File: config.mk
export PLATFORM = sky130hd
export DESIGN_NAME = ring_sched
export DESIGN_NICKNAME = d
export VERILOG_FILES = /design/src/common/pkt_buf_pkg.sv /design/src/common/buf_ctl_pkg.sv /design/src/hw/ring_sched/ring_sched.sv
export SDC_FILE = /design/constraint.sdc
export NUM_CORES = 1
export LEC_CHECK = 0
export BUFFER_PORTS_ARGS = -buffer_cell sky130_fd_sc_hd__buf_4
export CORE_ASPECT_RATIO = 1.25
export CORE_MARGIN = 5
export CORE_UTILIZATION = 30
export CTS_CLUSTER_DIAMETER = 200
export DETAILED_ROUTE_END_ITERATION = 10
export PLACE_DENSITY_LB_ADDON = 0.2
export REMOVE_ABC_BUFFERS = 1
export SLEW_MARGIN = 20
export SYNTH_ARGS = -nofsm -noshare
export SYNTH_HDL_FRONTEND = slang
export SYNTH_SLANG_ARGS = --single-unit
File: constraint.sdc
create_clock -name clk -period 1.8 [get_ports clk]
set_clock_uncertainty 0.1 [all_clocks]
set_input_delay 0.36 -clock clk [delete_from_list [all_inputs] [get_ports clk]]
set_output_delay 0.36 -clock clk [all_outputs]
set_load 0.02 [all_outputs]
File: src/common/pkt_buf_pkg.sv
`default_nettype none

// Sizes of one packet buffer and of the bundles that reach it
package pkt_buf_pkg;

	// Word address inside one buffer
	localparam int ADDR_WIDTH = 10;
	// Buffer word, also the stream word
	localparam int DATA_WIDTH = 64;
	// Byte count carried with each written word
	localparam int INC_WIDTH = 8;
	// Accumulated packet length in bytes
	localparam int PLEN_WIDTH = 32;
	localparam int BYTES_PER_WORD = 8;
	// Ping, pang and pong
	localparam int NUM_BUFS = 3;

	// Request toward a buffer: {addr, wr_data, wr_en, bytes_inc, rd_en}
	localparam int REQ_WIDTH = ADDR_WIDTH + DATA_WIDTH + 1 + INC_WIDTH + 1;
	// Response from a buffer: {rd_data, packet_len, has_buf}
	localparam int RSP_WIDTH = DATA_WIDTH + PLEN_WIDTH + 1;

endpackage

`default_nettype wire

File: src/common/buf_ctl_pkg.sv
`default_nettype none

// Buffer ownership and CPU verdict encodings
package buf_ctl_pkg;

	// Holder of one buffer, same order as the crossbar inputs
	typedef enum logic [1:0] {
		NONE  = 2'd0,
		SNOOP = 2'd1,
		CPU   = 2'd2,
		FWD   = 2'd3
	} buf_owner_t;

	// Buffer seen from an agent, zero when it holds nothing
	typedef enum logic [1:0] {
		NO_BUF = 2'd0,
		PING   = 2'd1,
		PANG   = 2'd2,
		PONG   = 2'd3
	} buf_id_t;

	typedef enum logic {DROP = 1'b0, FORWARD = 1'b1} verdict_t;

endpackage

`default_nettype wire

File: src/hw/ring_sched/ring_sched.sv
`timescale 1ns/100ps
`default_nettype none

module ring_sched (
	input logic clk,
	input logic rst,
	input logic snoop_done,
	input logic cpu_release,
	input logic fwd_done,
	input buf_ctl_pkg::verdict_t cpu_verdict,
	output buf_ctl_pkg::buf_owner_t owner_ping,
	output buf_ctl_pkg::buf_owner_t owner_pang,
	output buf_ctl_pkg::buf_owner_t owner_pong,
	output logic clear_ping,
	output logic clear_pang,
	output logic clear_pong
);
	import pkt_buf_pkg::*;
	import buf_ctl_pkg::*;

	buf_owner_t owner [NUM_BUFS];
	// One pointer per stage, each walks the ring in the same order
	logic [$clog2(NUM_BUFS)-1:0] sn_ptr;
	logic [$clog2(NUM_BUFS)-1:0] cpu_ptr;
	logic [$clog2(NUM_BUFS)-1:0] fwd_ptr;
	logic [NUM_BUFS-1:0] clear_q;

	function automatic logic [$clog2(NUM_BUFS)-1:0] next_ptr(
		input logic [$clog2(NUM_BUFS)-1:0] p
	);
		return (int'(p) == NUM_BUFS - 1) ? '0 : p + 1'b1;
	endfunction

	// Only the oldest buffer of the CPU and forwarder stages reaches its agent
	function automatic buf_owner_t shown_owner(
		input buf_owner_t own,
		input logic [$clog2(NUM_BUFS)-1:0] idx,
		input logic [$clog2(NUM_BUFS)-1:0] cpu_at,
		input logic [$clog2(NUM_BUFS)-1:0] fwd_at
	);
		if (own == CPU && idx != cpu_at) begin
			return NONE;
		end
		if (own == FWD && idx != fwd_at) begin
			return NONE;
		end
		return own;
	endfunction

	// Stage pointers target buffers with distinct owners, so updates never collide
	always_ff @(posedge clk) begin
		if (rst) begin
			for (int i = 0; i < NUM_BUFS; i++) begin
				owner[i] <= NONE;
			end
			sn_ptr <= '0;
			cpu_ptr <= '0;
			fwd_ptr <= '0;
			clear_q <= '0;
		end else begin
			clear_q <= '0;
			// Snooper hands its packet on, or picks up the next free buffer
			if (snoop_done) begin
				owner[sn_ptr] <= CPU;
				sn_ptr <= next_ptr(sn_ptr);
			end else if (owner[sn_ptr] == NONE) begin
				owner[sn_ptr] <= SNOOP;
				clear_q[sn_ptr] <= 1'b1;
			end
			if (cpu_release) begin
				owner[cpu_ptr] <= (cpu_verdict == FORWARD) ? FWD : NONE;
				cpu_ptr <= next_ptr(cpu_ptr);
			end
			// Forwarder steps past dropped buffers already released by the CPU
			if (fwd_done) begin
				owner[fwd_ptr] <= NONE;
				fwd_ptr <= next_ptr(fwd_ptr);
			end else if (owner[fwd_ptr] == NONE && fwd_ptr != cpu_ptr) begin
				fwd_ptr <= next_ptr(fwd_ptr);
			end
		end
	end

	// Queued packets stay hidden until their stage pointer arrives
	assign owner_ping = shown_owner(owner[0], 2'd0, cpu_ptr, fwd_ptr);
	assign owner_pang = shown_owner(owner[1], 2'd1, cpu_ptr, fwd_ptr);
	assign owner_pong = shown_owner(owner[2], 2'd2, cpu_ptr, fwd_ptr);

	assign clear_ping = clear_q[0];
	assign clear_pang = clear_q[1];
	assign clear_pong = clear_q[2];

endmodule

`default_nettype wire

==> reports/qor.txt <==
cts hold-fix bufs: 0
antenna fix cells: 0
Cell Area, Synth: 1220 µm²
Lkg Pwr: 0.574 nW
Final HPWL DP: 2540 µm
IO Pins: 15
Hold Crit Endpoint: owner[1][1]$_SDFFE_PP0P_
Max rail drop VDD: 0.000369 V
total CTS buffers: 3
DRT iter0 DRCs: 32
most common cell after layout, fill and taps aside: buf_4
worst r2r src: owner[3][0]$_SDFFE_PP0P_
worst min path class: in2reg
num rows: 26
Gate Count Post-Synth: 144
proportion of layout cells with a drive suffix above 1: 0.250
largest family of logic cells by synthesized area: simple AND/OR/NAND/NOR gates
H-Tree Depth: 1
startpoint of the lowest-slack hold path: fwd_done
die height: 81.4 µm
Clock Sinks: 21
area post-placement: 1450 µm²
Reg2Reg Depth: 5
simple-gate share of the synthesized area: 0.323
top-area cell type share of the netlist area: 0.344
Compound-Gate Fraction of Synth Area: 0.184
worst reg2reg endpoint: owner[1][0]$_SDFFE_PP0P_
pre-CTS WS: 97.8 ps
CP endpoint kind: primary output
number of global-route vias before repair: 1,143
WL final: 3270 µm
largest net degree at the start of global routing: 15
CP startpoint: owner[0][0]$_SDFFE_PP0P_
CP Max Fanout: 4
number of synthesized flops with an enable pin: 0
maximum clock frequency: 578 MHz
initial core utilization: 0.306
outcome: completed
fin area: 1520 µm²
core area: 4000 µm²
vias per cell: 5.14
Hold Crit Depth: 2
clk_lat worst skew: 260 ps
final worst setup slack: 70.7 ps
Syn. warnings: 0
most frequent cells in the layout: buf_4, nor2_1, dfxtp_1
Fillers: 420
TritonRoute pass-1 iters: 4
die width: 67.1 µm
#FFs+latches synth: 21
Longest Clk Path Bufs: 2
synth top area cells: dfxtp_1, mux4_2, nand2b_1
clock slew at reported path FFs: 80 ps
Yosys cell types: 45
worst-margin pin slew: 345 ps
post-synthesis mux area share: 0.0901
final hold violation count: 0
overall power: 1.26 mW
nets: 175
wire length per cell: 14.6 µm
TritonCTS clock tree: built
# DRC: 0
root buffer cell: clkbuf_8
global placement routability congestion: 0.853
initial antenna violation count: 0
crit path kind: reg2out
Most used DFF post-synth: dfxtp_1
first-pass GRT wire length: 5610 µm
Tot GR Track Use: 0.132
Synth Area in Adders: 0
Synth Area in XOR/XNOR: 0.00716
vias: 1,152
input/output buffers: 14
Post-synth ARST share: 0
post-route ant nets: 0
R2R Setup Slk: 80 ps
minimum clock period: 1730 ps
Setup crit start kind: register
Layout area overhead: 24.2%
Die Area: 5460 µm²
RSZ-0062 raised after global routing: true
global route overflow: 0
CP Data Required Time: 1340 ps
P per Cell Area: 832 nW/µm²
post-synthesis sequential area ratio: 0.344
Max-Cap Viols: 0
Avg Inst Size Synth: 8.49 µm²
leading area contributor after synthesis: dfxtp_1
Final Cycle Share: 0.961
slew margin rel.: 0.767
Setup-failing EPs final: 0
CP arrival: 1270 ps
Max Slew Vio Count: 0
==> worst max-delay path, stage by stage (launching register included) <==
cell	delay, ps
dfxtp_2	340
buf_4	140
nor3_2	170
a21oi_1	60
nor2b_1	140
buf_4	160
==> synth_stat cells, types with 2 or more instances <==
master,n
inv_1,4
o21ai_0,6
or3_1,4
nand2_1,11
buf_4,2
nor2b_1,3
or2_1,4
o21ai_1,2
nand4b_1,3
and3b_1,2
a21oi_1,9
dfxtp_1,21
nor2_1,16
a31oi_1,3
mux2i_1,2
nor4bb_1,2
and2_1,2
clkbuf_1,2
o32a_1,2
mux2_1,2
nor3_1,5
nand3b_1,2
a221oi_1,2
nand2b_1,10
mux4_2,3
==> area by class of cell <==
type,count,area (µm²),share of cell area
clock buffer,3,41.3,0.0272
multi-input combinational,112,754,0.497
timing repair buffer,27,203,0.134
clock inverter,1,5.00,0.00330
inverter,4,15.0,0.00989
sequential,21,429,0.283
tap,56,70.1,0.0462
==> logic make-up after synthesis <==
| logic type | count (synthesis) |
|---|---|
| xor gates and xnor gates | 1 |
| DFF | 21 |
| and+or+nand+nor | 70 |
| muxes | 7 |
| buffers and inverters | 11 |
| AOI/OAI and AO/OA | 34 |
==> through the flow <==
step / setup TNS, ps / hold slack, ps / cells / utilization
after detailed placement: 0 / 395 / 220 / 0.362
after global routing: -59.2 / 259 / 224 / 0.379
final: 0 / 262 / 224 / 0.379
after floorplan: 0 / 329 / 137 / -
after CTS: 0 / 257 / 224 / 0.376
after global placement: 0 / 378 / 220 / 0.362
==> report_power, final <==
group | internal (mW) | total (mW) | switching, mW
clock | 0.154 | 0.310 | 0.156
sequential | 0.520 | 0.583 | 0.0625
combinational | 0.190 | 0.369 | 0.179
total | 0.864 | 1.26 | 0.398
==> routing by layer <==
metal | vias to the layer above | share of wire | global-route usage
met5 | - | 0 | 0
met4 | 0 | 0.0061 | 0.0345
met3 | 2 | 0.039 | 0.0249
met2 | 22 | 0.52 | 0.235
met1 | 550 | 0.44 | 0.160
li1 | 578 | - | -
==> what timing repair did <==
item / in CTS / in global routing
setup endpoints to repair: 3 / 3
buffers inserted: 0 / 0
gates resized for setup: 5 / 5
hold endpoints to repair: 0 / 0
==> how the worst max path moves through the flow <==
stage / end / slack, ps / depth (start not counted)
5_1_grt: owner_ping[1] / -60 / 5
4_1_cts: owner_pang[1] / 20 / 4
3_5_place_dp: owner[3][0]$_SDFFE_PP0P_ / 100 / 4
6_report: owner_ping[1] / 70 / 5
3_3_place_gp: owner[3][0]$_SDFFE_PP0P_ / 100 / 4
2_1_floorplan: owner[3][0]$_SDFFE_PP0P_ / 100 / 4
Power figures use the tool's default switching activity.
