==> src/common/pkt_buf_pkg.sv <==
`default_nettype none

// Sizes of one packet buffer and of the bundles that reach it
package pkt_buf_pkg;

	// Word address inside one buffer
	localparam int ADDR_WIDTH = 10;
	// Buffer word, also the stream word
	localparam int DATA_WIDTH = 64;
	// Byte count carried with each written word
	localparam int INC_WIDTH = 8;
	// Accumulated packet length in bytes
	localparam int PLEN_WIDTH = 32;
	localparam int BYTES_PER_WORD = 8;
	// Ping, pang and pong
	localparam int NUM_BUFS = 3;

	// Request toward a buffer: {addr, wr_data, wr_en, bytes_inc, rd_en}
	localparam int REQ_WIDTH = ADDR_WIDTH + DATA_WIDTH + 1 + INC_WIDTH + 1;
	// Response from a buffer: {rd_data, packet_len, has_buf}
	localparam int RSP_WIDTH = DATA_WIDTH + PLEN_WIDTH + 1;

endpackage

`default_nettype wire

==> src/common/buf_port_if.sv <==
`timescale 1ns/100ps
`default_nettype none

// One access path between an agent and a packet buffer
interface buf_port_if;
	import pkt_buf_pkg::*;

	// Requests from the agent side
	logic [ADDR_WIDTH-1:0] addr;
	logic [DATA_WIDTH-1:0] wr_data;
	logic wr_en;
	logic [INC_WIDTH-1:0] bytes_inc;
	logic rd_en;

	// Responses from the buffer side
	logic [DATA_WIDTH-1:0] rd_data;
	logic [PLEN_WIDTH-1:0] packet_len;
	// High while a buffer is attached to this path
	logic has_buf;

	modport agent (
		output addr, wr_data, wr_en, bytes_inc, rd_en,
		input rd_data, packet_len, has_buf
	);

	modport buffer (
		input addr, wr_data, wr_en, bytes_inc, rd_en,
		output rd_data, packet_len, has_buf
	);

endinterface

`default_nettype wire

==> src/hw/snoop_wr.sv <==
`timescale 1ns/100ps
`default_nettype none

module snoop_wr (
	input logic clk,
	input logic rst,
	input logic in_valid,
	input logic in_last,
	input logic [pkt_buf_pkg::DATA_WIDTH-1:0] in_data,
	input logic [pkt_buf_pkg::INC_WIDTH-1:0] in_bytes,
	output logic in_ready,
	output logic snoop_done,
	buf_port_if.agent port
);
	import pkt_buf_pkg::*;

	logic fire;
	// Packet finished, old buffer not yet taken away
	logic done_wait;
	logic [ADDR_WIDTH-1:0] wr_addr;

	// Back-pressure until a buffer is held and the last packet is handed off
	assign in_ready = port.has_buf && !done_wait;
	assign fire = in_valid && in_ready;

	// Every accepted word becomes one buffer write
	assign port.addr = wr_addr;
	assign port.wr_data = in_data;
	assign port.wr_en = fire;
	assign port.bytes_inc = in_bytes;
	assign port.rd_en = 1'b0;

	always_ff @(posedge clk) begin
		if (rst) begin
			wr_addr <= '0;
			done_wait <= 1'b0;
			snoop_done <= 1'b0;
		end else begin
			snoop_done <= fire && in_last;
			if (fire) begin
				if (in_last) begin
					// Next packet starts at word zero
					wr_addr <= '0;
					done_wait <= 1'b1;
				end else begin
					wr_addr <= wr_addr + 1'b1;
				end
			end else if (snoop_done) begin
				// Ownership moves on at this edge
				done_wait <= 1'b0;
			end
		end
	end

endmodule

`default_nettype wire

==> src/flat_wrapper.sv <==
// flat-port wrapper written by rule: the top's interface ports become plain ports
module snoop_wr_flat import pkt_buf_pkg::*;
  (clk, rst, in_valid, in_last, in_data, in_bytes, in_ready, snoop_done, port_addr, port_wr_data, port_wr_en, port_bytes_inc, port_rd_en, port_rd_data, port_packet_len, port_has_buf);
  buf_port_if port_i ();
  input logic clk;
  input logic rst;
  input logic in_valid;
  input logic in_last;
  input logic [pkt_buf_pkg::DATA_WIDTH-1:0] in_data;
  input logic [pkt_buf_pkg::INC_WIDTH-1:0] in_bytes;
  output logic in_ready;
  output logic snoop_done;
  output wire logic [$bits(port_i.addr)-1:0] port_addr;
  output wire logic [$bits(port_i.wr_data)-1:0] port_wr_data;
  output wire logic [$bits(port_i.wr_en)-1:0] port_wr_en;
  output wire logic [$bits(port_i.bytes_inc)-1:0] port_bytes_inc;
  output wire logic [$bits(port_i.rd_en)-1:0] port_rd_en;
  input wire logic [$bits(port_i.rd_data)-1:0] port_rd_data;
  input wire logic [$bits(port_i.packet_len)-1:0] port_packet_len;
  input wire logic [$bits(port_i.has_buf)-1:0] port_has_buf;
  assign port_addr = port_i.addr;
  assign port_wr_data = port_i.wr_data;
  assign port_wr_en = port_i.wr_en;
  assign port_bytes_inc = port_i.bytes_inc;
  assign port_rd_en = port_i.rd_en;
  assign port_i.rd_data = port_rd_data;
  assign port_i.packet_len = port_packet_len;
  assign port_i.has_buf = port_has_buf;
  snoop_wr u_core (.clk(clk), .rst(rst), .in_valid(in_valid), .in_last(in_last), .in_data(in_data), .in_bytes(in_bytes), .in_ready(in_ready), .snoop_done(snoop_done), .port(port_i));
endmodule
==> config.mk <==
export PLATFORM = sky130hd
export DESIGN_NAME = snoop_wr_flat
export DESIGN_NICKNAME = d
export VERILOG_FILES = /design/src/common/pkt_buf_pkg.sv /design/src/common/buf_port_if.sv /design/src/hw/snoop_wr.sv /design/src/flat_wrapper.sv
export SDC_FILE = /design/constraint.sdc
export NUM_CORES = 1
export LEC_CHECK = 0
export BUFFER_PORTS_ARGS = -buffer_cell sky130_fd_sc_hd__buf_2
export CAP_MARGIN = 20
export CORE_AREA = 2 2 99 101
export CTS_BUF_LIST = sky130_fd_sc_hd__clkbuf_4
export CTS_CLUSTER_DIAMETER = 50
export CTS_CLUSTER_SIZE = 24
export DETAILED_ROUTE_END_ITERATION = 16
export DIE_AREA = 0 0 101 103
export GPL_ROUTABILITY_DRIVEN = 0
export HOLD_SLACK_MARGIN = 0.06
export SETUP_SLACK_MARGIN = 0.02
export SLEW_MARGIN = 25
export SYNTH_ARGS = -nofsm -noshare
export SYNTH_HDL_FRONTEND = slang
export SYNTH_SLANG_ARGS = --single-unit
==> constraint.sdc <==
create_clock -name clk -period 1.2 [get_ports clk]
set_input_delay 0.12 -clock clk [delete_from_list [all_inputs] [get_ports clk]]
set_output_delay 0.12 -clock clk [all_outputs]
set_load 0.05 [all_outputs]
==> impl_metrics.json <==
{
  "synth_area_um2": 1120,
  "drive_above_1_share": 0.604,
  "setup_slack_ns": -0.0824,
  "grt_overflow": 0,
  "register_area_um2": 269,
  "ir_drop_mv": 0.439,
  "syn_to_final_growth_pct": 1.67,
  "min_path_cells": 0,
  "clk_pin_slew_ns": 0.08,
  "worstPathCellList": "nand4b_4, buf_6, or4_4, a21oi_2",
  "cpPeakStageDelay_ns": 0.41,
  "avgSynthCellArea_um2": 8.27,
  "worstReg2RegStart": "u_core.done_wait",
  "synth_fp_nets": 310,
  "fin_area_um2": 1140,
  "stdcell_count": 220,
  "critPathLaunch": "u_core.done_wait",
  "crit_end": "u_core.port.addr[4]",
  "path_delay_family": "simple AND/OR/NAND/NOR gates",
  "period_needed_ns": 1.28,
  "start_util": 0.119,
  "dp_worst_setup_slack_ns": -0.119,
  "num_rows": 36,
  "hold_ws_ns": 0.240,
  "hold_class": "primary input to primary output",
  "cp.arrival_ns": 1.49,
  "n_fill_cell": 1090,
  "numCtsBuffers": 3,
  "die_area_um2": 10400,
  "drc_errors": 0,
  "yosysMostFrequentCell": "buf_4",
  "seq_area_frac_synth": 0.214,
  "totalPowerFinal_mw": 0.796,
  "grt_pass1_vias": 715,
  "setup_viol": 7,
  "slew_violations": 0,
  "synth_edf_count": 0,
  "portBuffers": 17,
  "root_buffer": "clkbuf_4",
  "yosysTopAreaCell": "buf_4",
  "core_um2": 9460,
  "ys_ff_latch": 12,
  "first_pass_iters": 3,
  "p_per_area_nw_per_um2": 696,
  "path_max_fanout": 6,
  "r2r_cells": 4,
  "insertion_delay_ns": 0.27,
  "power_frac_seq": 0.502,
  "cts_sinks": 12,
  "worstSetupStartpointType": "flop",
  "die_h_um": 103,
  "grt_max_degree": 9,
  "worstSetupPathType": "flop to flop",
  "synthFlopType": "dfxtp_1",
  "p_comb_frac": 0.173,
  "synth_top_area_frac": 0.487,
  "cell_internal_pwr_mw": 0.570,
  "antenna_found_initial": 0,
  "swShare": 0.284,
  "antenna_cells": 0,
  "drt_iter0_markers": 24,
  "synth_cell_types": 26,
  "max_freq_mhz": 780,
  "cts_tree": "yes",
  "fin_nets": 281,
  "yosys-top-cells-area": "buf_4 (49%), dfxtp_1 (21%), a21oi_1 (2.7%)",
  "max_cap_violations": 0,
  "htreeDepth": 1,
  "ios": 259,
  "clockPowerShare": 0.325,
  "rsz0062_at_grt": "true",
  "dp_hpwl_mm": 3.65,
  "via_per_inst": 3.24,
  "critPathSlowestCell": "or4_4",
  "min_period_over_period": 1.07,
  "async_flop_share": 0,
  "clk_path_buf_depth": 2,
  "die_w_um": 101,
  "worstSetupEndpointType": "flop",
  "yosysWarnings": 0,
  "p_leak_nw": 0.456,
  "skew_ns": 0.00993,
  "violations": "negative setup slack",
  "dp_cells": 207,
  "synth_commonest_cells": "buf_4 (73), dfxtp_1 (12), a21oi_1 (6)",
  "hold_viol_final": 0,
  "track_usage": 0.0756,
  "reg2reg_to": "u_core.port.addr[4]",
  "dr_total_vias": 712,
  "worstPathRequired_ns": 1.41,
  "crit_cells": 4,
  "syn_inst": 136,
  "r2r_setup_slack_ns": -0.08,
  "crit_buf_inv": 1,
  "outcome": "complete, but fails checks",
  "grt_pass1_wl_mm": 5.44,
  "dpl_cell_area_um2": 948,
  "multi_input_area_um2": 387,
  "ant_nets": 0,
  "drt_wl_total_mm": 4.17,
  "p_sw_mw": 0.226,
  "avgRoutedWirePerCell_um": 19.0
}
==> kinds of logic after synthesis <==
group / after synthesis / synth area share
buf+inv: 79 / 0.514
xor+xnor: 2 / 0.0156
mux: 3 / 0.0267
flops: 12 / 0.214
compound gates: 11 / 0.0578
fa+ha+maj: 1 / 0.0111
simple gates: 27 / 0.158
other cells: 1 / 0.00333
==> power by group through the flow <==
| stage | Sequential (mW) | Clock (mW) | Combinational, mW |
|---|---|---|---|
| floorplan | 0.426 | 0 | 0.705 |
| global placement | 0.408 | 0 | 0.117 |
| detailed placement | 0.409 | 0 | 0.118 |
| CTS | 0.400 | 0.273 | 0.136 |
| global route | 0.401 | 0.300 | 0.148 |
| finish | 0.400 | 0.259 | 0.137 |
==> routing by layer <==
metal / vias to the layer above / routed length (um) / global-route usage
met4: 0 / 59 / 0.0166
li1: 321 / - / -
met3: 16 / 1740 / 0.144
met5: - / 0 / 0
met1: 307 / 876 / 0.0511
met2: 68 / 1500 / 0.0918
==> worst reg2reg max path, stage by stage, from the launching register on <==
cell	delay, ns
dfxtp_2	0.32
nand4b_4	0.21
buf_6	0.15
or4_4	0.41
a21oi_2	0.14
==> cells in the final DEF (no fill, tap or decap), types with 4 or more instances in the layout <==
master    instances
buf_6             5
dfxtp_4           7
buf_2            13
clkbuf_4          4
nor2_1            4
buf_4            20
a21oi_1           5
==> stage by stage <==
step,setup TNS (ns),util
final,-0.348,0.121
after global routing,-0.973,0.121
after CTS,-0.394,0.112
after detailed placement,-0.296,0.100
after global placement,-0.171,0.100
after floorplan,-0.386,-
==> layout make-up <==
cell class                      count  share of cell area
Multi-Input combinational cell     45               0.338
Clock buffer                        3              0.0197
Inverter                            4              0.0131
Tap cell                          114               0.125
Sequential cell                    12               0.235
Clock inverter                      1             0.00328
Timing Repair Buffer               41               0.266
==> repair_timing <==
| action | in CTS | in global routing |
|---|---|---|
| pin swaps | 1 | 3 |
| hold endpoints to repair | 2 | 0 |
| hold buffers | 1 | 0 |
| gates resized for setup | 13 | 11 |
| setup buffers | 4 | 4 |
| setup endpoints to repair | 8 | 11 |
==> flip-flops by register name, summed over array words and instances, names as in the netlist <==
name and cells:
u_core.port.addr 10, u_core.done_wait 1, u_core.snoop_done 1
==> how the worst min path moves through the flow <==
stage	start	end	slack [ns]
after floorplan	rst	u_core.done_wait	0.19
after global placement	in_data[12]	port_wr_data[12]	0.24
after detailed placement	in_data[12]	port_wr_data[12]	0.24
after CTS	in_data[12]	port_wr_data[12]	0.24
after global routing	in_data[19]	port_wr_data[19]	0.24
final	in_bytes[0]	port_bytes_inc[0]	0.24
(Power assumes the default switching activity.)
