## config.mk

```make
export PLATFORM = sky130hd
export DESIGN_NAME = fwd_rd_flat
export DESIGN_NICKNAME = d
export VERILOG_FILES = /design/src/common/pkt_buf_pkg.sv /design/src/common/buf_port_if.sv /design/src/hw/fwd_rd.sv /design/src/flat_wrapper.sv
export SDC_FILE = /design/constraint.sdc
export NUM_CORES = 1
export LEC_CHECK = 0
export ABC_AREA = 1
export BUFFER_PORTS_ARGS = -buffer_cell sky130_fd_sc_hd__buf_4
export CAP_MARGIN = 30
export CELL_PAD_IN_SITES_DETAIL_PLACEMENT = 0
export CELL_PAD_IN_SITES_GLOBAL_PLACEMENT = 1
export CORE_AREA = 2 2 144 146
export DETAILED_ROUTE_END_ITERATION = 12
export DIE_AREA = 0 0 146 148
export GPL_TIMING_DRIVEN = 0
export PLACE_DENSITY = 0.82
export SLEW_MARGIN = 0
export SYNTH_ARGS = -nofsm -noshare
export SYNTH_HDL_FRONTEND = slang
export SYNTH_SLANG_ARGS = --single-unit
```

## constraint.sdc

```tcl
create_clock -name clk -period 2.6 [get_ports clk]
set_clock_uncertainty 0.15 [all_clocks]
set_input_delay 0.52 -clock clk [delete_from_list [all_inputs] [get_ports clk]]
set_output_delay 0.52 -clock clk [all_outputs]
set_load 0.05 [all_outputs]
```

## src/common/pkt_buf_pkg.sv

```systemverilog
`default_nettype none

// Sizes of one packet buffer and of the bundles that reach it
package pkt_buf_pkg;

	// Word address inside one buffer
	localparam int ADDR_WIDTH = 10;
	// Buffer word, also the stream word
	localparam int DATA_WIDTH = 64;
	// Byte count carried with each written word
	localparam int INC_WIDTH = 8;
	// Accumulated packet length in bytes
	localparam int PLEN_WIDTH = 32;
	localparam int BYTES_PER_WORD = 8;
	// Ping, pang and pong
	localparam int NUM_BUFS = 3;

	// Request toward a buffer: {addr, wr_data, wr_en, bytes_inc, rd_en}
	localparam int REQ_WIDTH = ADDR_WIDTH + DATA_WIDTH + 1 + INC_WIDTH + 1;
	// Response from a buffer: {rd_data, packet_len, has_buf}
	localparam int RSP_WIDTH = DATA_WIDTH + PLEN_WIDTH + 1;

endpackage

`default_nettype wire

```

## src/common/buf_port_if.sv

```systemverilog
`timescale 1ns/100ps
`default_nettype none

// One access path between an agent and a packet buffer
interface buf_port_if;
	import pkt_buf_pkg::*;

	// Requests from the agent side
	logic [ADDR_WIDTH-1:0] addr;
	logic [DATA_WIDTH-1:0] wr_data;
	logic wr_en;
	logic [INC_WIDTH-1:0] bytes_inc;
	logic rd_en;

	// Responses from the buffer side
	logic [DATA_WIDTH-1:0] rd_data;
	logic [PLEN_WIDTH-1:0] packet_len;
	// High while a buffer is attached to this path
	logic has_buf;

	modport agent (
		output addr, wr_data, wr_en, bytes_inc, rd_en,
		input rd_data, packet_len, has_buf
	);

	modport buffer (
		input addr, wr_data, wr_en, bytes_inc, rd_en,
		output rd_data, packet_len, has_buf
	);

endinterface

`default_nettype wire

```

## src/hw/fwd_rd.sv

```systemverilog
`timescale 1ns/100ps
`default_nettype none

module fwd_rd (
	input logic clk,
	input logic rst,
	input logic out_ready,
	output logic out_valid,
	output logic out_last,
	output logic fwd_done,
	output logic [pkt_buf_pkg::DATA_WIDTH-1:0] out_data,
	output logic [pkt_buf_pkg::INC_WIDTH-1:0] out_bytes,
	buf_port_if.agent port
);
	import pkt_buf_pkg::*;

	logic issue;
	logic out_free;
	// All words of the current packet requested
	logic issued_all;
	logic rd_inflight;
	logic inflight_last;
	logic [INC_WIDTH-1:0] inflight_bytes;
	logic skid_valid;
	logic skid_last;
	logic [DATA_WIDTH-1:0] skid_data;
	logic [INC_WIDTH-1:0] skid_bytes;
	logic [ADDR_WIDTH-1:0] rd_addr;
	logic [PLEN_WIDTH-1:0] last_word;
	logic word_last;
	logic [$clog2(BYTES_PER_WORD)-1:0] tail_rem;
	logic [INC_WIDTH-1:0] tail_bytes;

	// Index of the final word and its byte count
	assign last_word = (port.packet_len - 1'b1) >> $clog2(BYTES_PER_WORD);
	assign word_last = rd_addr == last_word[ADDR_WIDTH-1:0];
	assign tail_rem = port.packet_len[$clog2(BYTES_PER_WORD)-1:0];
	assign tail_bytes = (tail_rem == '0) ? INC_WIDTH'(BYTES_PER_WORD) : INC_WIDTH'(tail_rem);

	assign out_free = !out_valid || out_ready;
	// Never more words in flight than output plus skid can hold
	assign issue = port.has_buf && !issued_all && !skid_valid && !(rd_inflight && !out_free);

	assign port.addr = rd_addr;
	assign port.rd_en = issue;
	assign port.wr_en = 1'b0;
	assign port.wr_data = '0;
	assign port.bytes_inc = '0;

	always_ff @(posedge clk) begin
		if (rst) begin
			rd_addr <= '0;
			issued_all <= 1'b0;
			rd_inflight <= 1'b0;
			skid_valid <= 1'b0;
			out_valid <= 1'b0;
			fwd_done <= 1'b0;
		end else begin
			fwd_done <= out_valid && out_ready && out_last;
			rd_inflight <= issue;
			if (issue) begin
				if (word_last) begin
					issued_all <= 1'b1;
					rd_addr <= '0;
				end else begin
					rd_addr <= rd_addr + 1'b1;
				end
			end else if (fwd_done) begin
				// Next buffer may follow without a gap in has_buf
				issued_all <= 1'b0;
			end
			// Skid drains first, it is always the older word
			if (out_free) begin
				out_valid <= skid_valid || rd_inflight;
				skid_valid <= 1'b0;
			end else if (rd_inflight) begin
				skid_valid <= 1'b1;
			end
		end
	end

	// Word tags travel with the read, data lands a cycle later
	always_ff @(posedge clk) begin
		if (issue) begin
			inflight_last <= word_last;
			inflight_bytes <= word_last ? tail_bytes : INC_WIDTH'(BYTES_PER_WORD);
		end
		if (out_free) begin
			if (skid_valid) begin
				out_data <= skid_data;
				out_bytes <= skid_bytes;
				out_last <= skid_last;
			end else begin
				out_data <= port.rd_data;
				out_bytes <= inflight_bytes;
				out_last <= inflight_last;
			end
		end else if (rd_inflight) begin
			skid_data <= port.rd_data;
			skid_bytes <= inflight_bytes;
			skid_last <= inflight_last;
		end
	end

endmodule

`default_nettype wire

```

## src/flat_wrapper.sv

```systemverilog
// flat-port wrapper written by rule: the top's interface ports become plain ports
module fwd_rd_flat import pkt_buf_pkg::*;
  (clk, rst, out_ready, out_valid, out_last, fwd_done, out_data, out_bytes, port_addr, port_wr_data, port_wr_en, port_bytes_inc, port_rd_en, port_rd_data, port_packet_len, port_has_buf);
  buf_port_if port_i ();
  input logic clk;
  input logic rst;
  input logic out_ready;
  output logic out_valid;
  output logic out_last;
  output logic fwd_done;
  output logic [pkt_buf_pkg::DATA_WIDTH-1:0] out_data;
  output logic [pkt_buf_pkg::INC_WIDTH-1:0] out_bytes;
  output wire logic [$bits(port_i.addr)-1:0] port_addr;
  output wire logic [$bits(port_i.wr_data)-1:0] port_wr_data;
  output wire logic [$bits(port_i.wr_en)-1:0] port_wr_en;
  output wire logic [$bits(port_i.bytes_inc)-1:0] port_bytes_inc;
  output wire logic [$bits(port_i.rd_en)-1:0] port_rd_en;
  input wire logic [$bits(port_i.rd_data)-1:0] port_rd_data;
  input wire logic [$bits(port_i.packet_len)-1:0] port_packet_len;
  input wire logic [$bits(port_i.has_buf)-1:0] port_has_buf;
  assign port_addr = port_i.addr;
  assign port_wr_data = port_i.wr_data;
  assign port_wr_en = port_i.wr_en;
  assign port_bytes_inc = port_i.bytes_inc;
  assign port_rd_en = port_i.rd_en;
  assign port_i.rd_data = port_rd_data;
  assign port_i.packet_len = port_packet_len;
  assign port_i.has_buf = port_has_buf;
  fwd_rd u_core (.clk(clk), .rst(rst), .out_ready(out_ready), .out_valid(out_valid), .out_last(out_last), .fwd_done(fwd_done), .out_data(out_data), .out_bytes(out_bytes), .port(port_i));
endmodule
```

==> impl_metrics.tcl <==
set metrics [dict create \
    ff2ff_path_depth 2 \
    drc 0 \
    ys_seq_area_share_pct 66.7 \
    die_h_um 148 \
    grt_pass1_wl_um 21200 \
    post-route-min-period_ns 2.38 \
    setup.worst_path.end_class "primary output" \
    status "finished, final reports clean" \
    insertion_delay_ns 0.42 \
    globalplace.congestion 0.760 \
    max_freq_ghz 0.420 \
    dieArea_um2 21600 \
    synth_cell_types 32 \
    die_x_um 146 \
    area_growth_syn_to_layout_pct 37.0 \
    path_cells "nor2_1 -> nand2_2 -> inv_2 -> buf_4" \
    criticalPathCategory "flop to primary output" \
    cp.required_ns 1.93 \
    r2r-start "u_core.skid_valid" \
    maxCapViolations 0 \
    vias 4138 \
    power.density_nw_per_um2 695 \
    numClockSinks 158 \
    rsz0062_at_grt "no" \
    yosys_register_bits 158 \
    p_leak_nw 4.07 \
    start_kind "flop" \
    track_usage_pct 12.7 \
    utilization_pct 47.1 \
    rows 52 \
    grt_pass1_vias 3976 \
    grt_max_degree 48 \
    final_common_cell "buf_4" \
    portBuffers 162 \
    dpl_worst_slack_ns 0.325 \
    whs_path_depth 1 \
    cp.arrival_ns 1.71 \
    yosysWarningCount 0 \
    whs_ns 0.130 \
    layout_setup_ws_ns 0.218 \
    synth_edf_count 143 \
    tightestPinTransition_ns 0.639 \
    setup.worst_path.end "port_rd_en" \
    ios 259 \
    cts_tree "built" \
    hpwl_um 9980 \
    syn_area_um2 6890 \
    viasPerCell 4.01 \
    hp-start "port_rd_data[40]" \
    startpoint "u_core.skid_valid" \
    diodes 0 \
    synthArstFlopShare_pct 0 \
    antenna_found_initial 0 \
    relSlewSlack_pct 57.4 \
    grt-ovfl-total 0 \
    drtPass1Iterations 4 \
    cts_buffers 17 \
    slew_viol_final 0 \
    ys.flop_type "edfxtp_1" \
    drt_iter0_markers 183 \
    synth.avg_cell_area_um2 14.1 \
    r2r_setup_slack_ns 0.65 \
    wirelength_um 13900 \
    fin_crit_sh_pct 91.6 \
    cts_buffer_depth 2 \
    initial_core_util_pct 34.4 \
    crit_slowest_cell "dfxtp_1" \
    cts.root.buffer_cell "clkbuf_16" \
    final_cell_mix "buf_4, edfxtp_1, conb_1" \
    hold_violations 0 \
    drive_above_1_share_pct 48.1 \
    synth_cells 489 \
    worstPathMaxFanout 9 \
    core_um2 20000 \
    peakVddDrop_uv 467 \
    cts-resized-gates 0 \
    cts_hold_buf 0 \
    r2r_end "u_core.out_data[62]" \
    clkTransAtPathRegs_ns 0.07 \
    layout.nets 849 \
    setup_viol 0 \
    wl_per_cell_um 13.4 \
    drtAntennaViolNets 0 \
    min_path_type "input pin to flop" \
    htreeDepth 4 \
    max_stage_delay_ns 0.59 \
]
-- logic make-up after synthesis --
group / synth area share (%)
adders and majority gates: 0.182
xor gates and xnor gates: 1.91
and+or+nand+nor: 8.47
DFF: 66.7
buffers and inverters: 10.7
AOI/OAI and AO/OA: 0.691
other: 0.0545
muxes: 11.3
-- how the worst min path moves through the flow --
| stage | end | slack, ns |
|---|---|---|
| after floorplan | u_core.skid_bytes[0] | 0.27 |
| final | u_core.skid_data[40] | 0.13 |
| after detailed placement | u_core.skid_last | 0.29 |
| after CTS | u_core.skid_data[0] | 0.11 |
| after global placement | u_core.skid_bytes[1] | 0.29 |
| after global routing | u_core.skid_data[40] | 0.12 |
-- stage by stage --
stage | TNS [ns] | power (mW) | std cells | area [um^2]
floorplan | 0 | 3.71 | 565 | 7180
global placement | -31.90 | 3.98 | 997 | 8730
detailed placement | 0 | 3.99 | 1000 | 8810
CTS | 0 | 6.63 | 1031 | 9430
global route | 0 | 6.77 | 1031 | 9430
finish | 0 | 6.56 | 1031 | 9430
-- cells in the mapped netlist (2+ instances only) --
| master | instances | area, um^2 |
|---|---|---|
| nor3_1 | 2 | 10.0 |
| nand2_2 | 3 | 18.8 |
| mux2_2 | 69 | 777 |
| nand3_2 | 2 | 20.0 |
| clkbuf_1 | 9 | 33.8 |
| inv_1 | 27 | 101 |
| inv_2 | 5 | 18.8 |
| dfxtp_1 | 15 | 300 |
| edfxtp_1 | 143 | 4290 |
| nand2_4 | 2 | 22.5 |
| nor2_4 | 4 | 45.0 |
| xor2_1 | 8 | 70.1 |
| nand4_1 | 3 | 18.8 |
| nor2_2 | 2 | 12.5 |
| nand3_1 | 8 | 40.0 |
| a21oi_1 | 2 | 10.0 |
| nand3b_1 | 3 | 22.5 |
| nor2_1 | 35 | 131 |
| o21ai_1 | 2 | 10.0 |
| nand2_1 | 50 | 188 |
| buf_4 | 77 | 578 |
| o21ai_0 | 2 | 10.0 |
| xnor2_1 | 7 | 61.3 |
-- where the power goes --
part           total, mW  internal (mW)  switching, mW
combinational       1.03          0.332          0.703
sequential          2.90           2.87         0.0362
clock               2.62           1.55           1.07
-- state kept, by name, indices dropped and copies added, names as in the netlist --
signal                 cells
u_core.fwd_done            1
u_core.inflight_bytes      4
u_core.inflight_last       1
u_core.issued_all          1
u_core.out_bytes           4
u_core.out_data           64
u_core.out_last            1
u_core.out_valid           1
u_core.port.addr          10
u_core.rd_inflight         1
u_core.skid_bytes          4
u_core.skid_data          64
u_core.skid_last           1
u_core.skid_valid          1
-- cell type report --
| cell class | instances | area (um^2) |
|---|---|---|
| plain buffers | 85 | 608 |
| clock buffers | 18 | 429 |
| repair buffers | 165 | 1290 |
| well taps | 270 | 338 |
| fillers | 1799 | 10600 |
| multi-input cells | 288 | 1850 |
| inverters | 33 | 128 |
| flip-flops and latches | 158 | 4590 |
| clock inverters | 14 | 198 |
-- what timing repair did --
item	4_1_cts	5_1_grt
endpoints found under the hold margin	0	0
buffers inserted	0	0
endpoints found under the setup margin	1	0
-- worst max-delay path: cells and delay by family (launching register included) --
kind	cells	cell delay [ns]
flip-flops	1	0.59
buffers and inverters	2	0.39
AND/OR/NAND/NOR	2	0.30
-- layer usage --
layer / GRT usage (%) / vias up / wire [um]
met4: 4.81 / 0 / 196
met2: 20.3 / 184 / 6380
met1: 16.7 / 1865 / 6200
li1: - / 2074 / -
met3: 3.49 / 15 / 1070
met5: 0 / - / 0
No activity file was read; power rests on OpenSTA's default activity.
