[src/common/pkt_buf_pkg.sv]
`default_nettype none

// Sizes of one packet buffer and of the bundles that reach it
package pkt_buf_pkg;

	// Word address inside one buffer
	localparam int ADDR_WIDTH = 10;
	// Buffer word, also the stream word
	localparam int DATA_WIDTH = 64;
	// Byte count carried with each written word
	localparam int INC_WIDTH = 8;
	// Accumulated packet length in bytes
	localparam int PLEN_WIDTH = 32;
	localparam int BYTES_PER_WORD = 8;
	// Ping, pang and pong
	localparam int NUM_BUFS = 3;

	// Request toward a buffer: {addr, wr_data, wr_en, bytes_inc, rd_en}
	localparam int REQ_WIDTH = ADDR_WIDTH + DATA_WIDTH + 1 + INC_WIDTH + 1;
	// Response from a buffer: {rd_data, packet_len, has_buf}
	localparam int RSP_WIDTH = DATA_WIDTH + PLEN_WIDTH + 1;

endpackage

`default_nettype wire

[src/common/buf_ctl_pkg.sv]
`default_nettype none

// Buffer ownership and CPU verdict encodings
package buf_ctl_pkg;

	// Holder of one buffer, same order as the crossbar inputs
	typedef enum logic [1:0] {
		NONE  = 2'd0,
		SNOOP = 2'd1,
		CPU   = 2'd2,
		FWD   = 2'd3
	} buf_owner_t;

	// Buffer seen from an agent, zero when it holds nothing
	typedef enum logic [1:0] {
		NO_BUF = 2'd0,
		PING   = 2'd1,
		PANG   = 2'd2,
		PONG   = 2'd3
	} buf_id_t;

	typedef enum logic {DROP = 1'b0, FORWARD = 1'b1} verdict_t;

endpackage

`default_nettype wire

[src/common/buf_port_if.sv]
`timescale 1ns/100ps
`default_nettype none

// One access path between an agent and a packet buffer
interface buf_port_if;
	import pkt_buf_pkg::*;

	// Requests from the agent side
	logic [ADDR_WIDTH-1:0] addr;
	logic [DATA_WIDTH-1:0] wr_data;
	logic wr_en;
	logic [INC_WIDTH-1:0] bytes_inc;
	logic rd_en;

	// Responses from the buffer side
	logic [DATA_WIDTH-1:0] rd_data;
	logic [PLEN_WIDTH-1:0] packet_len;
	// High while a buffer is attached to this path
	logic has_buf;

	modport agent (
		output addr, wr_data, wr_en, bytes_inc, rd_en,
		input rd_data, packet_len, has_buf
	);

	modport buffer (
		input addr, wr_data, wr_en, bytes_inc, rd_en,
		output rd_data, packet_len, has_buf
	);

endinterface

`default_nettype wire

[src/hw/buf_xbar/buf_xbar.sv]
`timescale 1ns/100ps
`default_nettype none

module buf_xbar (
	input buf_ctl_pkg::buf_owner_t owner_ping,
	input buf_ctl_pkg::buf_owner_t owner_pang,
	input buf_ctl_pkg::buf_owner_t owner_pong,
	buf_port_if.buffer sn,
	buf_port_if.buffer cpu,
	buf_port_if.buffer fwd,
	buf_port_if.agent ping,
	buf_port_if.agent pang,
	buf_port_if.agent pong
);
	import pkt_buf_pkg::*;
	import buf_ctl_pkg::*;

	logic [REQ_WIDTH-1:0] sn_req;
	logic [REQ_WIDTH-1:0] cpu_req;
	logic [REQ_WIDTH-1:0] fwd_req;
	logic [RSP_WIDTH-1:0] ping_rsp;
	logic [RSP_WIDTH-1:0] pang_rsp;
	logic [RSP_WIDTH-1:0] pong_rsp;
	buf_id_t sn_sel;
	buf_id_t cpu_sel;
	buf_id_t fwd_sel;

	// Which buffer a given agent currently holds
	function automatic buf_id_t held_by(
		input buf_owner_t who,
		input buf_owner_t own_a,
		input buf_owner_t own_b,
		input buf_owner_t own_c
	);
		if (own_a == who) return PING;
		if (own_b == who) return PANG;
		if (own_c == who) return PONG;
		return NO_BUF;
	endfunction

	// Buffer side mux, owner code picks the agent
	function automatic logic [REQ_WIDTH-1:0] route_req(
		input buf_owner_t own,
		input logic [REQ_WIDTH-1:0] from_sn,
		input logic [REQ_WIDTH-1:0] from_cpu,
		input logic [REQ_WIDTH-1:0] from_fwd
	);
		case (own)
			SNOOP: return from_sn;
			CPU: return from_cpu;
			FWD: return from_fwd;
			default: return '0;
		endcase
	endfunction

	// Agent side mux, zeros when nothing is held
	function automatic logic [RSP_WIDTH-1:0] route_rsp(
		input buf_id_t sel,
		input logic [RSP_WIDTH-1:0] from_ping,
		input logic [RSP_WIDTH-1:0] from_pang,
		input logic [RSP_WIDTH-1:0] from_pong
	);
		case (sel)
			PING: return from_ping;
			PANG: return from_pang;
			PONG: return from_pong;
			default: return '0;
		endcase
	endfunction

	assign sn_sel = held_by(SNOOP, owner_ping, owner_pang, owner_pong);
	assign cpu_sel = held_by(CPU, owner_ping, owner_pang, owner_pong);
	assign fwd_sel = held_by(FWD, owner_ping, owner_pang, owner_pong);

	// Snooper never reads, CPU and forwarder never write
	assign sn_req = {sn.addr, sn.wr_data, sn.wr_en, sn.bytes_inc, 1'b0};
	assign cpu_req = {cpu.addr, {DATA_WIDTH{1'b0}}, 1'b0, {INC_WIDTH{1'b0}}, cpu.rd_en};
	assign fwd_req = {fwd.addr, {DATA_WIDTH{1'b0}}, 1'b0, {INC_WIDTH{1'b0}}, fwd.rd_en};

	assign {ping.addr, ping.wr_data, ping.wr_en, ping.bytes_inc, ping.rd_en} =
		route_req(owner_ping, sn_req, cpu_req, fwd_req);
	assign {pang.addr, pang.wr_data, pang.wr_en, pang.bytes_inc, pang.rd_en} =
		route_req(owner_pang, sn_req, cpu_req, fwd_req);
	assign {pong.addr, pong.wr_data, pong.wr_en, pong.bytes_inc, pong.rd_en} =
		route_req(owner_pong, sn_req, cpu_req, fwd_req);

	assign ping_rsp = {ping.rd_data, ping.packet_len, ping.has_buf};
	assign pang_rsp = {pang.rd_data, pang.packet_len, pang.has_buf};
	assign pong_rsp = {pong.rd_data, pong.packet_len, pong.has_buf};

	assign {sn.rd_data, sn.packet_len, sn.has_buf} =
		route_rsp(sn_sel, ping_rsp, pang_rsp, pong_rsp);
	assign {cpu.rd_data, cpu.packet_len, cpu.has_buf} =
		route_rsp(cpu_sel, ping_rsp, pang_rsp, pong_rsp);
	assign {fwd.rd_data, fwd.packet_len, fwd.has_buf} =
		route_rsp(fwd_sel, ping_rsp, pang_rsp, pong_rsp);

endmodule

`default_nettype wire

[src/flat_wrapper.sv]
// flat-port wrapper written by rule: the top's interface ports become plain ports
module buf_xbar_flat import pkt_buf_pkg::*; import buf_ctl_pkg::*;
  (owner_ping, owner_pang, owner_pong, sn_addr, sn_wr_data, sn_wr_en, sn_bytes_inc, sn_rd_en, sn_rd_data, sn_packet_len, sn_has_buf, cpu_addr, cpu_wr_data, cpu_wr_en, cpu_bytes_inc, cpu_rd_en, cpu_rd_data, cpu_packet_len, cpu_has_buf, fwd_addr, fwd_wr_data, fwd_wr_en, fwd_bytes_inc, fwd_rd_en, fwd_rd_data, fwd_packet_len, fwd_has_buf, ping_addr, ping_wr_data, ping_wr_en, ping_bytes_inc, ping_rd_en, ping_rd_data, ping_packet_len, ping_has_buf, pang_addr, pang_wr_data, pang_wr_en, pang_bytes_inc, pang_rd_en, pang_rd_data, pang_packet_len, pang_has_buf, pong_addr, pong_wr_data, pong_wr_en, pong_bytes_inc, pong_rd_en, pong_rd_data, pong_packet_len, pong_has_buf);
  buf_port_if sn_i ();
  buf_port_if cpu_i ();
  buf_port_if fwd_i ();
  buf_port_if ping_i ();
  buf_port_if pang_i ();
  buf_port_if pong_i ();
  input buf_ctl_pkg::buf_owner_t owner_ping;
  input buf_ctl_pkg::buf_owner_t owner_pang;
  input buf_ctl_pkg::buf_owner_t owner_pong;
  input wire logic [$bits(sn_i.addr)-1:0] sn_addr;
  input wire logic [$bits(sn_i.wr_data)-1:0] sn_wr_data;
  input wire logic [$bits(sn_i.wr_en)-1:0] sn_wr_en;
  input wire logic [$bits(sn_i.bytes_inc)-1:0] sn_bytes_inc;
  input wire logic [$bits(sn_i.rd_en)-1:0] sn_rd_en;
  output wire logic [$bits(sn_i.rd_data)-1:0] sn_rd_data;
  output wire logic [$bits(sn_i.packet_len)-1:0] sn_packet_len;
  output wire logic [$bits(sn_i.has_buf)-1:0] sn_has_buf;
  input wire logic [$bits(cpu_i.addr)-1:0] cpu_addr;
  input wire logic [$bits(cpu_i.wr_data)-1:0] cpu_wr_data;
  input wire logic [$bits(cpu_i.wr_en)-1:0] cpu_wr_en;
  input wire logic [$bits(cpu_i.bytes_inc)-1:0] cpu_bytes_inc;
  input wire logic [$bits(cpu_i.rd_en)-1:0] cpu_rd_en;
  output wire logic [$bits(cpu_i.rd_data)-1:0] cpu_rd_data;
  output wire logic [$bits(cpu_i.packet_len)-1:0] cpu_packet_len;
  output wire logic [$bits(cpu_i.has_buf)-1:0] cpu_has_buf;
  input wire logic [$bits(fwd_i.addr)-1:0] fwd_addr;
  input wire logic [$bits(fwd_i.wr_data)-1:0] fwd_wr_data;
  input wire logic [$bits(fwd_i.wr_en)-1:0] fwd_wr_en;
  input wire logic [$bits(fwd_i.bytes_inc)-1:0] fwd_bytes_inc;
  input wire logic [$bits(fwd_i.rd_en)-1:0] fwd_rd_en;
  output wire logic [$bits(fwd_i.rd_data)-1:0] fwd_rd_data;
  output wire logic [$bits(fwd_i.packet_len)-1:0] fwd_packet_len;
  output wire logic [$bits(fwd_i.has_buf)-1:0] fwd_has_buf;
  output wire logic [$bits(ping_i.addr)-1:0] ping_addr;
  output wire logic [$bits(ping_i.wr_data)-1:0] ping_wr_data;
  output wire logic [$bits(ping_i.wr_en)-1:0] ping_wr_en;
  output wire logic [$bits(ping_i.bytes_inc)-1:0] ping_bytes_inc;
  output wire logic [$bits(ping_i.rd_en)-1:0] ping_rd_en;
  input wire logic [$bits(ping_i.rd_data)-1:0] ping_rd_data;
  input wire logic [$bits(ping_i.packet_len)-1:0] ping_packet_len;
  input wire logic [$bits(ping_i.has_buf)-1:0] ping_has_buf;
  output wire logic [$bits(pang_i.addr)-1:0] pang_addr;
  output wire logic [$bits(pang_i.wr_data)-1:0] pang_wr_data;
  output wire logic [$bits(pang_i.wr_en)-1:0] pang_wr_en;
  output wire logic [$bits(pang_i.bytes_inc)-1:0] pang_bytes_inc;
  output wire logic [$bits(pang_i.rd_en)-1:0] pang_rd_en;
  input wire logic [$bits(pang_i.rd_data)-1:0] pang_rd_data;
  input wire logic [$bits(pang_i.packet_len)-1:0] pang_packet_len;
  input wire logic [$bits(pang_i.has_buf)-1:0] pang_has_buf;
  output wire logic [$bits(pong_i.addr)-1:0] pong_addr;
  output wire logic [$bits(pong_i.wr_data)-1:0] pong_wr_data;
  output wire logic [$bits(pong_i.wr_en)-1:0] pong_wr_en;
  output wire logic [$bits(pong_i.bytes_inc)-1:0] pong_bytes_inc;
  output wire logic [$bits(pong_i.rd_en)-1:0] pong_rd_en;
  input wire logic [$bits(pong_i.rd_data)-1:0] pong_rd_data;
  input wire logic [$bits(pong_i.packet_len)-1:0] pong_packet_len;
  input wire logic [$bits(pong_i.has_buf)-1:0] pong_has_buf;
  assign sn_i.addr = sn_addr;
  assign sn_i.wr_data = sn_wr_data;
  assign sn_i.wr_en = sn_wr_en;
  assign sn_i.bytes_inc = sn_bytes_inc;
  assign sn_i.rd_en = sn_rd_en;
  assign sn_rd_data = sn_i.rd_data;
  assign sn_packet_len = sn_i.packet_len;
  assign sn_has_buf = sn_i.has_buf;
  assign cpu_i.addr = cpu_addr;
  assign cpu_i.wr_data = cpu_wr_data;
  assign cpu_i.wr_en = cpu_wr_en;
  assign cpu_i.bytes_inc = cpu_bytes_inc;
  assign cpu_i.rd_en = cpu_rd_en;
  assign cpu_rd_data = cpu_i.rd_data;
  assign cpu_packet_len = cpu_i.packet_len;
  assign cpu_has_buf = cpu_i.has_buf;
  assign fwd_i.addr = fwd_addr;
  assign fwd_i.wr_data = fwd_wr_data;
  assign fwd_i.wr_en = fwd_wr_en;
  assign fwd_i.bytes_inc = fwd_bytes_inc;
  assign fwd_i.rd_en = fwd_rd_en;
  assign fwd_rd_data = fwd_i.rd_data;
  assign fwd_packet_len = fwd_i.packet_len;
  assign fwd_has_buf = fwd_i.has_buf;
  assign ping_addr = ping_i.addr;
  assign ping_wr_data = ping_i.wr_data;
  assign ping_wr_en = ping_i.wr_en;
  assign ping_bytes_inc = ping_i.bytes_inc;
  assign ping_rd_en = ping_i.rd_en;
  assign ping_i.rd_data = ping_rd_data;
  assign ping_i.packet_len = ping_packet_len;
  assign ping_i.has_buf = ping_has_buf;
  assign pang_addr = pang_i.addr;
  assign pang_wr_data = pang_i.wr_data;
  assign pang_wr_en = pang_i.wr_en;
  assign pang_bytes_inc = pang_i.bytes_inc;
  assign pang_rd_en = pang_i.rd_en;
  assign pang_i.rd_data = pang_rd_data;
  assign pang_i.packet_len = pang_packet_len;
  assign pang_i.has_buf = pang_has_buf;
  assign pong_addr = pong_i.addr;
  assign pong_wr_data = pong_i.wr_data;
  assign pong_wr_en = pong_i.wr_en;
  assign pong_bytes_inc = pong_i.bytes_inc;
  assign pong_rd_en = pong_i.rd_en;
  assign pong_i.rd_data = pong_rd_data;
  assign pong_i.packet_len = pong_packet_len;
  assign pong_i.has_buf = pong_has_buf;
  buf_xbar u_core (.owner_ping(owner_ping), .owner_pang(owner_pang), .owner_pong(owner_pong), .sn(sn_i), .cpu(cpu_i), .fwd(fwd_i), .ping(ping_i), .pang(pang_i), .pong(pong_i));
endmodule
[config.mk]
export PLATFORM = sky130hd
export DESIGN_NAME = buf_xbar_flat
export DESIGN_NICKNAME = d
export VERILOG_FILES = /design/src/common/pkt_buf_pkg.sv /design/src/common/buf_ctl_pkg.sv /design/src/common/buf_port_if.sv /design/src/hw/buf_xbar/buf_xbar.sv /design/src/flat_wrapper.sv
export SDC_FILE = /design/constraint.sdc
export NUM_CORES = 1
export LEC_CHECK = 0
export BUFFER_PORTS_ARGS = -buffer_cell sky130_fd_sc_hd__buf_4
export CORE_AREA = 2 2 423 425
export DETAILED_ROUTE_END_ITERATION = 12
export DIE_AREA = 0 0 425 427
export PLACE_DENSITY = 0.31
export SLEW_MARGIN = 10
export SYNTH_ARGS = -nofsm -noshare
export SYNTH_HDL_FRONTEND = slang
export SYNTH_SLANG_ARGS = --single-unit
export TNS_END_PERCENT = 5
[constraint.sdc]
create_clock -name vclk -period 3.4
set_input_delay 0.17 -clock vclk [all_inputs]
set_output_delay 0.17 -clock vclk [all_outputs]
set_load 0.03 [all_outputs]
==> results.md <==
* Synthesized area at 0.00777 mm^2
* Num sequential at 0
* Number of global-route vias before repair at roughly 14000
* Number of max-cap violations at 0
* Placement Rows at 155
* Slew at the pin with the worst max-slew slack at 903 ps
* RSZ-0062 raised after global routing: false
* Layout Utilization at 0.100
* Clkbuf count at 0
* FILL cells at 20980
* Top layer in use: met5
* First-pass detailed-route iteration total at 5
* Final hold slack at 678 ps
* IO Count at 1092
* Critical Path Source Type: primary input
* Overall Power at 3.61 mW
* CORE AREA at 0.177 mm^2
* Hold depth at 3
* Setup CP Type: primary input to primary output
* Pleak at 8.02 nW
* RD Place Congestion at 0.828
* Total negative slack at 0 ps
* Power Density at 203 mW/mm^2
* Met2 wire len at 62.2 mm
* Setup bufs post-CTS at 0
* Fin nets at 2613
* Final Critical Period at 2580 ps
* Critical Path Sink Type: primary output
* Starting Density at 0.0439
* Hold buffers post-CTS at 0
* FMAX at 0.387 GHz
* Crit path DAT at 2410 ps
* Share of cells above drive strength 1 at 0.499
* Total routed wirelength at 117 mm
* Max Slew Vio Count at 0
* Die Wd at ~430 um
* Post-synth cell types at 18
* Via count at 14385
* Worst slew margin at 0.398
* Hold Path Sink: ping_bytes_inc[4]
* Worst path required time at about 3200 ps
* Synthesized instance count at 1237
* # setup viols final at 0
* DR vias/cell at 3.24
* Post_cts resized at 0
* First-pass GRT wire length at 145 mm
* Final Hold Vio Count at 0
* Crit share post-route at 0.760
* Peak VDD IR at 0.0522 mV
* Port Buffers at 945
* Drt wl/cell at 26.3 um
* Routed wl met3 at approximately 8.7 mm
* Seq/Total Area, Yosys at 0
* CP max FO at 15
* Status: complete, no violations
* 1st-iter DRT viols at about 1000
* Synthesis-to-layout area growth at 128%
* Placed wire-length estimate at 97.0 mm
* Register area at 0 um^2
* Syn Area/Cell at roughly 6.3 um^2
* GRT overflow at 0
* Die footprint at 0.181 mm^2
* DRC violations left at 0
* Initial antenna violation count at 39
* Met1 WL at about 43 mm
* HP Class: primary input to primary output
* Synthesis warning total at 0
* Area of the multi-input gates at between 0.007 and 0.008 mm^2
* Hold path startpoint: sn_bytes_inc[4]
* GR Util All Layers at 0.118
* Die span in y at 427 um
* Largest net degree at the start of global routing at 118
* ANT nets after route at 0
* Synthesized Nets at 1786
## worst max path at each step
stage          cells after the start     startpoint           endpoint  slack (ps)
3_5_place_dp                       7  owner_pang[1]  sn_packet_len[29]         790
3_3_place_gp                       7  owner_pong[0]     sn_rd_data[34]         770
5_1_grt                            7  owner_pang[1]  sn_packet_len[29]         750
4_1_cts                            7  owner_pang[1]  sn_packet_len[29]         800
2_1_floorplan                      7  owner_ping[1]     sn_rd_data[43]        1660
6_report                           7  owner_pang[0]  sn_packet_len[12]         820
## metrics by stage
step                      cell area (um^2)  std cells  worst slack (ps)
after floorplan                       7770       1237              1660
after global routing                 17700       4422               750
after detailed placement             17700       4417               794
final                                17800       4433               816
after global placement               17700       4417               773
after CTS                            17700       4417               799
## cell type report
class              instances  area share
diodes                    16     0.00225
multi-input cells       1074       0.403
well taps               2355       0.166
repair buffers           988       0.429
## power by group
group          switching (mW)  internal, mW    total, mW
Combinational            2.32          1.29         3.61
Sequential                  0             0            0
Clock                       0   0.000000189  0.000000189
Total                    2.32          1.29         3.61
## placed cells by master, fill, tap and decap left out, types with 5 or more instances in the layout
cell type	synthesis	final
buf_12	0	15
and2_1	316	316
a21oi_1	195	194
a221o_1	194	194
nor2b_4	0	5
and3_1	97	97
buf_4	4	971
diode_2	0	16
a22o_1	30	30
nor2_1	97	97
mux2_2	30	30
nand3_1	97	97
## kinds of logic (layout without fill, tap and decap cells)
group                  after synthesis  after routing  share of synthesized area
multiplexers                        33             33                     0.0473
AO/OA/AOI/OAI                      419            419                      0.409
AND/OR/NAND/NOR                    622            622                      0.456
buffers and inverters              163            988                     0.0880
other                                0             16                          0
## cells in the mapped netlist
library cell | instances | area share
mux2_2 | 30 | 0.043
nand2_1 | 2 | 0.00097
and4_1 | 1 | 0.0011
nand2b_1 | 2 | 0.0016
nor4b_4 | 1 | 0.0031
and3_1 | 97 | 0.078
a221o_1 | 194 | 0.25
nand3_1 | 97 | 0.062
and2_1 | 316 | 0.25
mux2i_1 | 3 | 0.0039
clkbuf_1 | 103 | 0.050
a21oi_1 | 195 | 0.13
a22o_1 | 30 | 0.034
nor2_1 | 97 | 0.047
nor2b_1 | 9 | 0.0072
buf_1 | 10 | 0.0048
buf_2 | 46 | 0.030
buf_4 | 4 | 0.0039
## critical path, stage by stage
cell and delay, ps:
buf_4 330, nor2b_4 230, buf_4 280, buf_4 290, a21oi_1 90, a21oi_1 600, buf_4 360
## routing by layer
metal  global-route usage  up-vias
met2                0.223      749
li1                     -     6300
met5                    0        -
met4               0.0199       26
met3               0.0291       99
met1                0.134     7211
Power figures use the tool's default switching activity.
